## config.mk

```make
export PLATFORM = sky130hd
export DESIGN_NAME = cacheConfig
export DESIGN_NICKNAME = d
export VERILOG_FILES = /design/src/rtl/cachePkg.sv /design/src/rtl/cacheConfig.sv
export SDC_FILE = /design/constraint.sdc
export NUM_CORES = 1
export LEC_CHECK = 0
export ABC_AREA = 1
export BUFFER_PORTS_ARGS = -buffer_cell sky130_fd_sc_hd__buf_2
export CAP_MARGIN = 20
export CORE_MARGIN = 1.5
export CORE_UTILIZATION = 56
export CTS_CLUSTER_DIAMETER = 30
export CTS_CLUSTER_SIZE = 30
export DETAILED_ROUTE_END_ITERATION = 6
export HOLD_SLACK_MARGIN = 0.03
export PLACE_DENSITY_LB_ADDON = 0.25
export SETUP_SLACK_MARGIN = 0.3
export SLEW_MARGIN = 10
export SYNTH_ARGS = -nofsm -noshare
export SYNTH_HDL_FRONTEND = slang
export SYNTH_SLANG_ARGS = --single-unit
export TNS_END_PERCENT = 1
```

## constraint.sdc

```tcl
create_clock -name clk -period 2.5 [get_ports clk]
set_input_delay 0.375 -clock clk [delete_from_list [all_inputs] [get_ports clk]]
set_output_delay 0.375 -clock clk [all_outputs]
set_load 0.02 [all_outputs]
```

## src/rtl/cachePkg.sv

```systemverilog
package cachePkg;

  // data and block geometry
  localparam int WordWidth  = 32;
  localparam int BlockWords = 4;
  localparam int BlockWidth = WordWidth * BlockWords;

  // main memory and cache sizes
  localparam int MemBlocks  = 256;
  localparam int CacheLines = 16;

  // config field widths
  localparam int WaitWidth  = 4;
  localparam int CountWidth = 16;

  // address split: tag | index | word offset
  localparam int OffsetWidth    = $clog2(BlockWords);
  localparam int IndexWidth     = $clog2(CacheLines);
  localparam int BlockAddrWidth = $clog2(MemBlocks);
  localparam int TagWidth       = BlockAddrWidth - IndexWidth;
  localparam int AddrWidth      = BlockAddrWidth + OffsetWidth;

  typedef logic [WordWidth-1:0]      wordT;
  // word 0 sits in the low bits
  typedef logic [BlockWidth-1:0]     blockT;
  typedef logic [AddrWidth-1:0]      addrT;
  typedef logic [BlockAddrWidth-1:0] blockAddrT;
  typedef logic [WaitWidth-1:0]      waitT;
  typedef logic [CountWidth-1:0]     countT;
  typedef logic [TagWidth-1:0]       tagT;
  typedef logic [IndexWidth-1:0]     indexT;
  typedef logic [OffsetWidth-1:0]    offsetT;

  // config register select
  typedef enum logic [1:0] {
    cfgWait   = 2'd0,
    cfgEnable = 2'd1,
    cfgHits   = 2'd2,
    cfgMisses = 2'd3
  } cfgSelT;

  // processor side request
  typedef struct packed {
    logic write;
    addrT addr;
    wordT wdata;
  } cpuReqT;

  // block request to main memory
  typedef struct packed {
    logic      write;
    blockAddrT blockAddr;
    blockT     wblock;
  } memReqT;

  // config access, writes to a counter clear it
  typedef struct packed {
    cfgSelT sel;
    wordT   wdata;
  } cfgReqT;

  typedef enum logic [1:0] {memIdle, memRequested, memRetrieved} memStateT;

  typedef enum logic [1:0] {ctrlIdle, ctrlFetch, ctrlWrite, ctrlRespond} ctrlStateT;

endpackage

```

## src/rtl/cacheConfig.sv

```systemverilog
module cacheConfig (
  input  logic              clk,
  input  logic              arstN,
  input  logic              cfgWe,
  input  cachePkg::cfgReqT  cfgReq,
  output cachePkg::wordT    cfgRdata,
  input  logic              hitPulse,
  input  logic              missPulse,
  output cachePkg::waitT    waitCycles,
  output logic              cacheEnable
);

  import cachePkg::*;

  countT hitCount;
  countT missCount;

  // wait count and enable
  always_ff @(posedge clk or negedge arstN)
  begin
    if (!arstN)
    begin
      waitCycles  <= waitT'(2);
      cacheEnable <= 1'b1;
    end
    else if (cfgWe)
    begin
      if (cfgReq.sel == cfgWait)
      begin
        waitCycles <= cfgReq.wdata[WaitWidth-1:0];
      end
      if (cfgReq.sel == cfgEnable)
      begin
        cacheEnable <= cfgReq.wdata[0];
      end
    end
  end

  // event counters, saturating
  // a write to a counter clears it and wins over a pulse
  always_ff @(posedge clk or negedge arstN)
  begin
    if (!arstN)
    begin
      hitCount  <= '0;
      missCount <= '0;
    end
    else
    begin
      if (cfgWe && (cfgReq.sel == cfgHits))
      begin
        hitCount <= '0;
      end
      else if (hitPulse && (hitCount != '1))
      begin
        hitCount <= hitCount + countT'(1);
      end
      if (cfgWe && (cfgReq.sel == cfgMisses))
      begin
        missCount <= '0;
      end
      else if (missPulse && (missCount != '1))
      begin
        missCount <= missCount + countT'(1);
      end
    end
  end

  // read port, zero-extended to a word
  always_comb
  begin
    case (cfgReq.sel)
      cfgWait:   cfgRdata = wordT'(waitCycles);
      cfgEnable: cfgRdata = wordT'(cacheEnable);
      cfgHits:   cfgRdata = wordT'(hitCount);
      cfgMisses: cfgRdata = wordT'(missCount);
      default:   cfgRdata = '0;
    endcase
  end

endmodule

```

==> impl_metrics.ini <==
[run_status]
outcome = completed

[global_route]
grt_max_degree = 38
overflow = 0
grt_use_total_pct = 25.1
grt_pass1_vias = 2166
grt_pass1_wl_um = 9990
antenna_found_initial = 0

[worst_setup_path]
critical_path.startpoint = hitCount[0]$_DFFE_PN0P_
r2r_end = hitCount[4]$_DFFE_PN0P_
reg2reg_from = hitCount[0]$_DFFE_PN0P_
reg2reg_setup_slack_ns = 0.66
crit_end = hitCount[4]$_DFFE_PN0P_
reg2regPathDepth = 9
end_kind = flop
critical_path_required_ns = 2.73
crit_fanout = 16
worstPathArrival_ns = 2.07
critPathLaunchType = flop
crit_type = reg -> reg

[placement]
dpl.hpwl_um = 4450
dpl_cell_area_um2 = 2740
portBuffers = 31
gp_routability_congestion = 0.897

[clock_tree]
htreeDepth = 2
clkLatencyLatePin_ns = 0.29
cts_sinks = 37
numCtsBuffers = 5
cts_hold_buf = 0
cts_setup_buffers = 0
post_cts_resized = 0
clock_path_buffers = 2
cts_root_buffer = clkbuf_8
cts_tree = done
path_clk_slew_ns = 0.07

[synth]
synth_edf_count = 0
yosysUniqueCellTypes = 29
synth.cell_area_um2 = 2600
netlist.area_leader.share_pct = 33.7
ys_ff_latch = 37
yosys-top-cells-area = dfrtp_1 (34%), nand2_1 (19%), nand3_1 (6.0%)
ys_warn_count = 0
seq_area_frac_synth_pct = 35.8
synth.most_common_cell = nand2_1
synthArstFlopShare_pct = 100
synth_flop_cell = dfrtp_1
avgSynthCellArea_um2 = 6.81
netlist_top_cells_count = nand2_1 (133), inv_1 (39), nor2_1 (38), dfrtp_1 (35), nand3_1 (31)
synthCells = 381
synth_area_leader_cell = dfrtp_1

[sta]
rsz0062_at_grt = no
fin_crit_sh_pct = 73.6
slew_violations = 0
slew_headroom_pct = 44.9
post-route-min-period_ns = 1.84
tightest_slew_ns = 0.826
max_freq_ghz = 0.543
hold_viol = 0
fin_setup_tns_ns = 0
fin_skew_ns = 0.00246
setup_viol = 0

[floorplanning]
start_util_pct = 58.8
io_pins = 76
die_width_um = 71.1
core_area_um2 = 4410
rows = 24
die_h_um = 71.1
dieArea_um2 = 5050

[routing]
vias = 2450
vias_per_cell = 5.25
drtPass1Iterations = 4
wirelength_um = 5920
avgRoutedWirePerCell_um = 12.7
drc = 0
ant_nets = 0
drt_iter0_markers = 142

[final_layout]
areaGrowthSynthToFinish_pct = 8.87
final_area_um2 = 2830
insertedDiodeCount = 0
nets = 456
layout-drive-gt1-share_pct = 14.2

[hold_path]
hold_path_class = in -> async

[power_and_ir_drop]
p_leak_nw = 1.41
power.density_nw_per_um2 = 535
ir_drop_mv = 0.417

[run]
drv_cap = 0
==> worst max-delay path, cell delays in order (launching register included) <==
cell and delay, ns:
dfrtp_1 0.48, ha_1 0.26, nand2_1 0.08, nor2_2 0.23
nand2_2 0.13, nor2_4 0.14, nor2_2 0.10, nor2_8 0.22
nand2_1 0.09, nand2_1 0.06
==> sequential cells by signal, indices dropped and copies added (netlist names) <==
signal and flops:
hitCount 16, missCount 16, waitCycles 4, cacheEnable 1
==> layer usage <==
layer | track usage (%) | up-vias | wire length [um]
li1 | - | 1256 | -
met3 | 4.56 | 13 | 217
met4 | 9.64 | 0 | 119
met5 | 0 | - | 0
met1 | 33.8 | 1137 | 2670
met2 | 40.5 | 44 | 2910
==> worst min path at each step <==
stage                                 start                       end  slack, ns  cells after the start
finish                                arstN  missCount[2]$_DFFE_PN0P_       0.18                      1
global route                          arstN  missCount[8]$_DFFE_PN0P_       0.25                      1
CTS                                   arstN  missCount[8]$_DFFE_PN0P_       0.20                      1
detailed placement  cacheEnable$_DFFE_PN1P_   cacheEnable$_DFFE_PN1P_       0.50                      2
global placement    cacheEnable$_DFFE_PN1P_   cacheEnable$_DFFE_PN1P_       0.50                      2
floorplan                             arstN   hitCount[0]$_DFFE_PN0P_       0.08                      0
==> report_power, final <==
part / total, mW / switching (mW) / leakage, nW / internal, mW
sequential: 0.750 / 0.0842 / 0.491 / 0.666
clock: 0.429 / 0.210 / 0.0443 / 0.219
combinational: 0.334 / 0.220 / 0.879 / 0.114
==> cell type report <==
| type | count | area (um2) |
|---|---|---|
| fillers | 411 | 1590 |
| multi-input cells | 295 | 1410 |
| flip-flops and latches | 37 | 928 |
| repair buffers | 34 | 178 |
| inverters | 42 | 158 |
| clock buffers | 7 | 86.3 |
| well taps | 52 | 65.1 |
==> cell usage in the layout, fill, tap and decap left out, types with 6 or more instances in the layout <==
cell type | synthesis | routed
nand2_1 | 133 | 133
inv_1 | 39 | 39
nor2_1 | 38 | 38
dfrtp_1 | 35 | 35
nand3_1 | 31 | 31
buf_2 | 4 | 31
conb_1 | 1 | 16
nand4_1 | 13 | 13
o21ai_0 | 12 | 12
xor2_1 | 11 | 11
o21ai_1 | 8 | 8
o22ai_1 | 7 | 7
clkbuf_8 | 0 | 6
==> per-stage QoR <==
stage                     std cells  hold WS [ns]  total power [mW]  util, %  setup slack (ns)
after detailed placement        460         0.503              1.09     62.1             0.686
after global routing            467         0.248              1.60     64.0             0.484
after global placement          460         0.496              1.08     62.1             0.707
final                           467         0.177              1.51     64.0             0.660
after CTS                       467         0.200              1.52     64.0             0.652
after floorplan                 396        0.0794              1.01        -             0.929
==> cells by family (layout without fill, tap and decap cells) <==
family          count (synthesis)  after routing  synth area share (%)
simple gates                  227            227                  38.2
mux                             3              3                  1.30
compound gates                 36             36                  7.86
fa+ha+maj                       2              2                 0.964
buf+inv                        64             83                  12.0
xor+xnor                       11             11                  3.71
flops                          37             37                  35.8
other cells                     1             16                 0.144
Note: power is estimated with default switching activity, not from simulation.
