**config.mk**
```make
export PLATFORM = sky130hd
export DESIGN_NAME = cacheController
export DESIGN_NICKNAME = d
export VERILOG_FILES = /design/src/rtl/cachePkg.sv /design/src/rtl/cacheController.sv
export SDC_FILE = /design/constraint.sdc
export NUM_CORES = 2
export LEC_CHECK = 0
export BUFFER_PORTS_ARGS = -buffer_cell sky130_fd_sc_hd__clkbuf_2
export CAP_MARGIN = 20
export CORE_ASPECT_RATIO = 0.5
export CORE_MARGIN = 8
export CORE_UTILIZATION = 58
export DETAILED_ROUTE_END_ITERATION = 8
export HOLD_SLACK_MARGIN = 0.05
export PLACE_DENSITY_LB_ADDON = 0.08
export SLEW_MARGIN = 20
export SYNTH_ARGS = -nofsm -noshare
export SYNTH_HDL_FRONTEND = slang
export SYNTH_SLANG_ARGS = --single-unit
```
**constraint.sdc**
```tcl
create_clock -name clk -period 9.42 [get_ports clk]
set_clock_uncertainty 0.1 [all_clocks]
set_input_delay 0.471 -clock clk [delete_from_list [all_inputs] [get_ports clk]]
set_output_delay 0.471 -clock clk [all_outputs]
set_load 0.01 [all_outputs]
```
**src/rtl/cachePkg.sv**
```systemverilog
package cachePkg;

  // data and block geometry
  localparam int WordWidth  = 32;
  localparam int BlockWords = 4;
  localparam int BlockWidth = WordWidth * BlockWords;

  // main memory and cache sizes
  localparam int MemBlocks  = 256;
  localparam int CacheLines = 16;

  // config field widths
  localparam int WaitWidth  = 4;
  localparam int CountWidth = 16;

  // address split: tag | index | word offset
  localparam int OffsetWidth    = $clog2(BlockWords);
  localparam int IndexWidth     = $clog2(CacheLines);
  localparam int BlockAddrWidth = $clog2(MemBlocks);
  localparam int TagWidth       = BlockAddrWidth - IndexWidth;
  localparam int AddrWidth      = BlockAddrWidth + OffsetWidth;

  typedef logic [WordWidth-1:0]      wordT;
  // word 0 sits in the low bits
  typedef logic [BlockWidth-1:0]     blockT;
  typedef logic [AddrWidth-1:0]      addrT;
  typedef logic [BlockAddrWidth-1:0] blockAddrT;
  typedef logic [WaitWidth-1:0]      waitT;
  typedef logic [CountWidth-1:0]     countT;
  typedef logic [TagWidth-1:0]       tagT;
  typedef logic [IndexWidth-1:0]     indexT;
  typedef logic [OffsetWidth-1:0]    offsetT;

  // config register select
  typedef enum logic [1:0] {
    cfgWait   = 2'd0,
    cfgEnable = 2'd1,
    cfgHits   = 2'd2,
    cfgMisses = 2'd3
  } cfgSelT;

  // processor side request
  typedef struct packed {
    logic write;
    addrT addr;
    wordT wdata;
  } cpuReqT;

  // block request to main memory
  typedef struct packed {
    logic      write;
    blockAddrT blockAddr;
    blockT     wblock;
  } memReqT;

  // config access, writes to a counter clear it
  typedef struct packed {
    cfgSelT sel;
    wordT   wdata;
  } cfgReqT;

  typedef enum logic [1:0] {memIdle, memRequested, memRetrieved} memStateT;

  typedef enum logic [1:0] {ctrlIdle, ctrlFetch, ctrlWrite, ctrlRespond} ctrlStateT;

endpackage

```
**src/rtl/cacheController.sv**
```systemverilog
module cacheController (
  input  logic              clk,
  input  logic              arstN,
  input  logic              cpuReqValid,
  input  cachePkg::cpuReqT  cpuReq,
  input  logic              cacheEnable,
  output logic              respValid,
  output cachePkg::wordT    rdata,
  output logic              busy,
  output logic              memReqValid,
  output cachePkg::memReqT  memReq,
  input  logic              memValid,
  input  cachePkg::blockT   rblock,
  output logic              hitPulse,
  output logic              missPulse
);

  import cachePkg::*;

  // pick one word out of a block
  function automatic wordT getWord(blockT blk, offsetT off);
    return blk[off * WordWidth +: WordWidth];
  endfunction

  // replace one word of a block
  function automatic blockT putWord(blockT blk, offsetT off, wordT w);
    blockT res;
    res = blk;
    res[off * WordWidth +: WordWidth] = w;
    return res;
  endfunction

  ctrlStateT state;

  // line store
  blockT                 dataArr [CacheLines];
  tagT                   tagArr  [CacheLines];
  logic [CacheLines-1:0] validArr;

  // request held for the miss and write paths
  cpuReqT reqQ;
  logic   enableQ;
  logic   lineMatchQ;

  offsetT reqOff;
  indexT  reqIdx;
  tagT    reqTag;
  offsetT qOff;
  indexT  qIdx;
  tagT    qTag;
  logic   accept;
  logic   lineMatch;
  logic   lineHit;
  logic   fetchDone;
  logic   fillLine;
  blockT  mergedHit;
  blockT  mergedFetch;
  blockT  fillBlock;

  // incoming address split
  assign reqOff = cpuReq.addr[OffsetWidth-1:0];
  assign reqIdx = cpuReq.addr[OffsetWidth +: IndexWidth];
  assign reqTag = cpuReq.addr[AddrWidth-1 -: TagWidth];

  // held address split
  assign qOff = reqQ.addr[OffsetWidth-1:0];
  assign qIdx = reqQ.addr[OffsetWidth +: IndexWidth];
  assign qTag = reqQ.addr[AddrWidth-1 -: TagWidth];

  // tag compare in the request cycle
  assign accept    = cpuReqValid && (state == ctrlIdle);
  assign lineMatch = validArr[reqIdx] && (tagArr[reqIdx] == reqTag);
  // a disabled cache never hits
  assign lineHit   = cacheEnable && lineMatch;
  assign hitPulse  = accept && lineHit;
  assign missPulse = accept && !lineHit;

  assign mergedHit   = putWord(dataArr[reqIdx], reqOff, cpuReq.wdata);
  assign mergedFetch = putWord(rblock, qOff, reqQ.wdata);
  assign fetchDone   = (state == ctrlFetch) && memValid;
  assign fillBlock   = reqQ.write ? mergedFetch : rblock;
  // allocate only when enabled
  // a disabled write still refreshes a line already holding the block
  assign fillLine    = fetchDone && (enableQ || (reqQ.write && lineMatchQ));

  assign busy = (state != ctrlIdle);

  // control state, strobes and valid bits
  always_ff @(posedge clk or negedge arstN)
  begin
    if (!arstN)
    begin
      state       <= ctrlIdle;
      respValid   <= 1'b0;
      memReqValid <= 1'b0;
      validArr    <= '0;
    end
    else
    begin
      respValid   <= 1'b0;
      memReqValid <= 1'b0;
      case (state)
        ctrlIdle:
        begin
          if (accept)
          begin
            if (lineHit && !cpuReq.write)
            begin
              // read hit answers next cycle, stays idle
              respValid <= 1'b1;
            end
            else
            begin
              // write hit goes through, everything else fetches
              memReqValid <= 1'b1;
              state       <= lineHit ? ctrlWrite : ctrlFetch;
            end
          end
        end
        ctrlFetch:
        begin
          if (memValid)
          begin
            if (reqQ.write)
            begin
              // merged block goes back out
              memReqValid <= 1'b1;
              state       <= ctrlWrite;
            end
            else
            begin
              respValid <= 1'b1;
              state     <= ctrlRespond;
            end
          end
          if (fillLine)
          begin
            validArr[qIdx] <= 1'b1;
          end
        end
        ctrlWrite:
        begin
          if (memValid)
          begin
            respValid <= 1'b1;
            state     <= ctrlRespond;
          end
        end
        ctrlRespond:
        begin
          // busy drops after the response cycle
          state <= ctrlIdle;
        end
        default:
        begin
          state <= ctrlIdle;
        end
      endcase
    end
  end

  // payload: held request, line data, tags, memory request, read data
  always_ff @(posedge clk)
  begin
    if (accept)
    begin
      reqQ       <= cpuReq;
      enableQ    <= cacheEnable;
      lineMatchQ <= lineMatch;
      // writes echo the stored word
      rdata      <= cpuReq.write ? cpuReq.wdata : getWord(dataArr[reqIdx], reqOff);
      if (lineHit && cpuReq.write)
      begin
        dataArr[reqIdx] <= mergedHit;
        memReq          <= '{write: 1'b1, blockAddr: cpuReq.addr[AddrWidth-1:OffsetWidth],
                             wblock: mergedHit};
      end
      else if (!lineHit)
      begin
        memReq <= '{write: 1'b0, blockAddr: cpuReq.addr[AddrWidth-1:OffsetWidth],
                    wblock: '0};
      end
    end
    if (fetchDone)
    begin
      if (fillLine)
      begin
        dataArr[qIdx] <= fillBlock;
        tagArr[qIdx]  <= qTag;
      end
      if (reqQ.write)
      begin
        memReq <= '{write: 1'b1, blockAddr: reqQ.addr[AddrWidth-1:OffsetWidth],
                    wblock: mergedFetch};
      end
      else
      begin
        rdata <= getWord(rblock, qOff);
      end
    end
  end

endmodule

```
==> out/metrics.csv <==
stage,metric,value,unit
global_route,grt_max_degree,134,
worst_setup_path,path_max_fanout,133,
cells_and_area,fin_util,66.3,%
worst_setup_path,cp_top_family,buffers and inverters,
cells_and_area,fin_nets,6147,
worst_setup_path,rr_endpoint,dataArr[15][119],
cts,cts_resized,0,
detailed_routing,via_per_inst,7.41,
timing,hold_viol,0,
floorplanning,die_y,304,um
timing,rsz0062_at_grt,no,
worst_setup_path,critPathLaunchType,input pin,
cells_and_area,area_delta_synth_final,13.2,%
cts,h-tree-depth,4,
yosys,synthArstFlopShare,0.853,%
yosys,yosys-top-cells-area,"edfxtp_1 (67%), mux4_2 (13%), dfxtp_1 (3.5%)",
detailed_routing,first_iter_violations,11800,
timing,finalCriticalPeriod,5830,ps
place,place.gp.congestion,0.972,
yosys,synth_edf_count,2157,
yosys,synth_nets,5675,
yosys,yosysUniqueCellTypes,56,
floorplanning,die-area,180000,sq um
yosys,avgSynthCellArea,17.6,sq um
floorplanning,ioPinCount,350,
yosys,ys_dominant_reg_cell,edfxtp_1,
yosys,ys_top_cells_by_count,"edfxtp_1 (2157), mux4_2 (551), nand2_1 (330)",
worst_setup_path,cp_num_cells,13,
worst_setup_path,crit_required,9790,ps
timing,max-slew-margin-rel,22.0,%
worst_setup_path,worstRegToRegCells,11,
worst_setup_path,crit_path_end_kind,flop,
place,hpwl,195000,um
place,io_buffers,349,
detailed_routing,num_vias,61800,
cts,root_buffer,clkbuf_16,
global_route,grt_util_all_layers,35.8,%
timing,worst_slack,3590,ps
place,place_area,101000,sq um
cells_and_area,fin_area,109000,sq um
floorplanning,rows,105,
worst_setup_path,reg2reg_slack,3600,ps
worst_setup_path,path_cells,buf_8 > buf_4 > mux2i_1 > a22oi_1 > and3_1 > o21a_1 > o211ai_1 > nor3_4 > buf_12 > a41oi_1 > nor2_4 > buf_12 > buf_4,
detailed_routing,drc,11,
global_route,antenna_found_initial,26,
yosys,synthCells,5485,
worst_setup_path,slowest_stage,buf_4,
min_path,min-delay-start,cpuReq[37],
yosys,synth.most_common_cell,edfxtp_1,
global_route,gr-total-overflow,0,
yosys,synth_seq_cells,2346,
yosys,seq_area_frac_synth,71.1,%
cts,cts_tree,yes,
power_and_ir_drop,max-vdd-ir-drop,0.167,mV
cts,clk_path_buf_depth,4,
power_and_ir_drop,p_leak,36.3,nW
min_path,whs_path_depth,3,
timing,drv_slew,0,
floorplanning,die_width,593,um
detailed_routing,postRouteAntennaNets,0,
worst_setup_path,timing.rr.start,state[1],
yosys,yosys_warnings,0,
floorplanning,core,165000,sq um
timing,tns,0,ps
detailed_routing,wl,330000,um
worst_setup_path,max_stage_delay,840,ps
yosys,netlist_area,96500,sq um
timing,setup_viol_count_final,0,
worst_setup_path,cp.arrival,6210,ps
cts,insertion_delay,860,ps
detailed_routing,dr.pass1.iters,9,
cts,post_cts_buffers,0,
min_path,min_to,memReq[131],
worst_setup_path,path_class,input pin to flop,
cts,cts_sinks,2346,
global_route,grt_pass1_wl,456000,um
power_and_ir_drop,p_per_area,239,nW/um^2
yosys,synth_top_area_share,67.1,%
global_route,grt_pass1_vias,58200,
timing,worst_pin_slew,1170,ps
yosys,synth_top_area_cell,edfxtp_1,
job,cap_violations,0,
detailed_routing,wl_per_cell,39.7,um
cts,numCtsBuffers,203,
min_path,worstHoldPathType,input pin to flop,
floorplanning,start_util,58.6,%
timing,fmax,171,MHz
cts,cts.clk_slew.worst_paths,70,ps
place,dpl_worst_slack,2800,ps
timing,whs,113,ps
timing,period_share,61.9,%
cells_and_area,drive_gt1_share,24.4,%
outcome,status,finished with violations,
worst_setup_path,worst-path-buf-inv,5,
outcome,violations,DRC,
## worst max-delay path by stage
stage | from | end | slack, ps
after floorplan | cpuReq[34] | dataArr[3][0] | 830
after global placement | cpuReq[34] | dataArr[15][26] | 2840
after detailed placement | cpuReq[34] | dataArr[15][58] | 2800
after CTS | cpuReq[34] | dataArr[15][119] | 3690
after global routing | cpuReq[34] | dataArr[15][119] | 3360
final | cpuReq[34] | dataArr[15][119] | 3590
## sequential cells by signal (all words and copies together) (netlist names)
register     count
dataArr       2048
enableQ          1
lineMatchQ       1
memReq         137
memReqValid      1
qIdx             4
qOff             2
qTag             4
rdata           32
reqQ            33
respValid        1
state            2
tagArr          64
validArr        16
## stage by stage
step | instances | power, mW
after floorplan | 5485 | 15.4
after global placement | 7788 | 17.4
after detailed placement | 7798 | 17.6
after CTS | 8306 | 25.9
after global routing | 8319 | 26.7
final | 8331 | 26.1
## power breakdown
| group | internal [mW] | switching (mW) | total, mW |
|---|---|---|---|
| logic | 1.36 | 3.07 | 4.42 |
| registers | 12.6 | 0.656 | 13.2 |
| clock network | 4.63 | 3.82 | 8.46 |
| total | 18.6 | 7.55 | 26.1 |
## worst min-delay path, cell delays in order
cell	delay, ps
buf_4	260
mux2i_1	180
a21oi_1	80
## cells by family (layout without fill, tap and decap cells)
family / count (synthesis) / count (layout) / share of synthesized area (%)
xor+xnor: 3 / 3 / 0.0272
flops: 2346 / 2346 / 71.1
other cells: 0 / 22 / 0
fa+ha+maj: 14 / 14 / 0.182
buf+inv: 436 / 1067 / 2.10
mux: 747 / 747 / 14.9
simple gates: 812 / 812 / 3.51
compound gates: 1127 / 1127 / 8.11
## routing by layer
layer	wire, um	up-vias	global-route usage [%]
met5	48	-	0
met4	22700	8	18.3
met3	52300	1260	13.1
met2	136000	5748	49.3
met1	119000	31300	50.3
li1	-	23400	-
## layout make-up
cell class | instances | area [sq um]
Sequential cell | 2346 | 68700
Clock inverter | 114 | 1110
Timing Repair Buffer | 675 | 5000
Fill cell | 11000 | 55400
Tap cell | 2193 | 2740
Inverter | 28 | 115
Multi-Input combinational cell | 2703 | 26100
Antenna cell | 22 | 55.1
Clock buffer | 250 | 5380
## what timing repair did
action	in CTS	in global routing
setup endpoints to repair	0	0
hold endpoints to repair	185	0
hold buffers	144	0
## cells in the final DEF (no fill, tap or decap), types with 151 or more instances in the layout
cell type  instances
nand2_1          328
buf_4            151
a21oi_1          240
clkbuf_2         344
edfxtp_1        2157
nor2_1           295
mux4_2           551
clkbuf_16        205
o21ai_0          218
dfxtp_1          169
mux2i_1          165
a221oi_1         177
(Power assumes the default switching activity.)
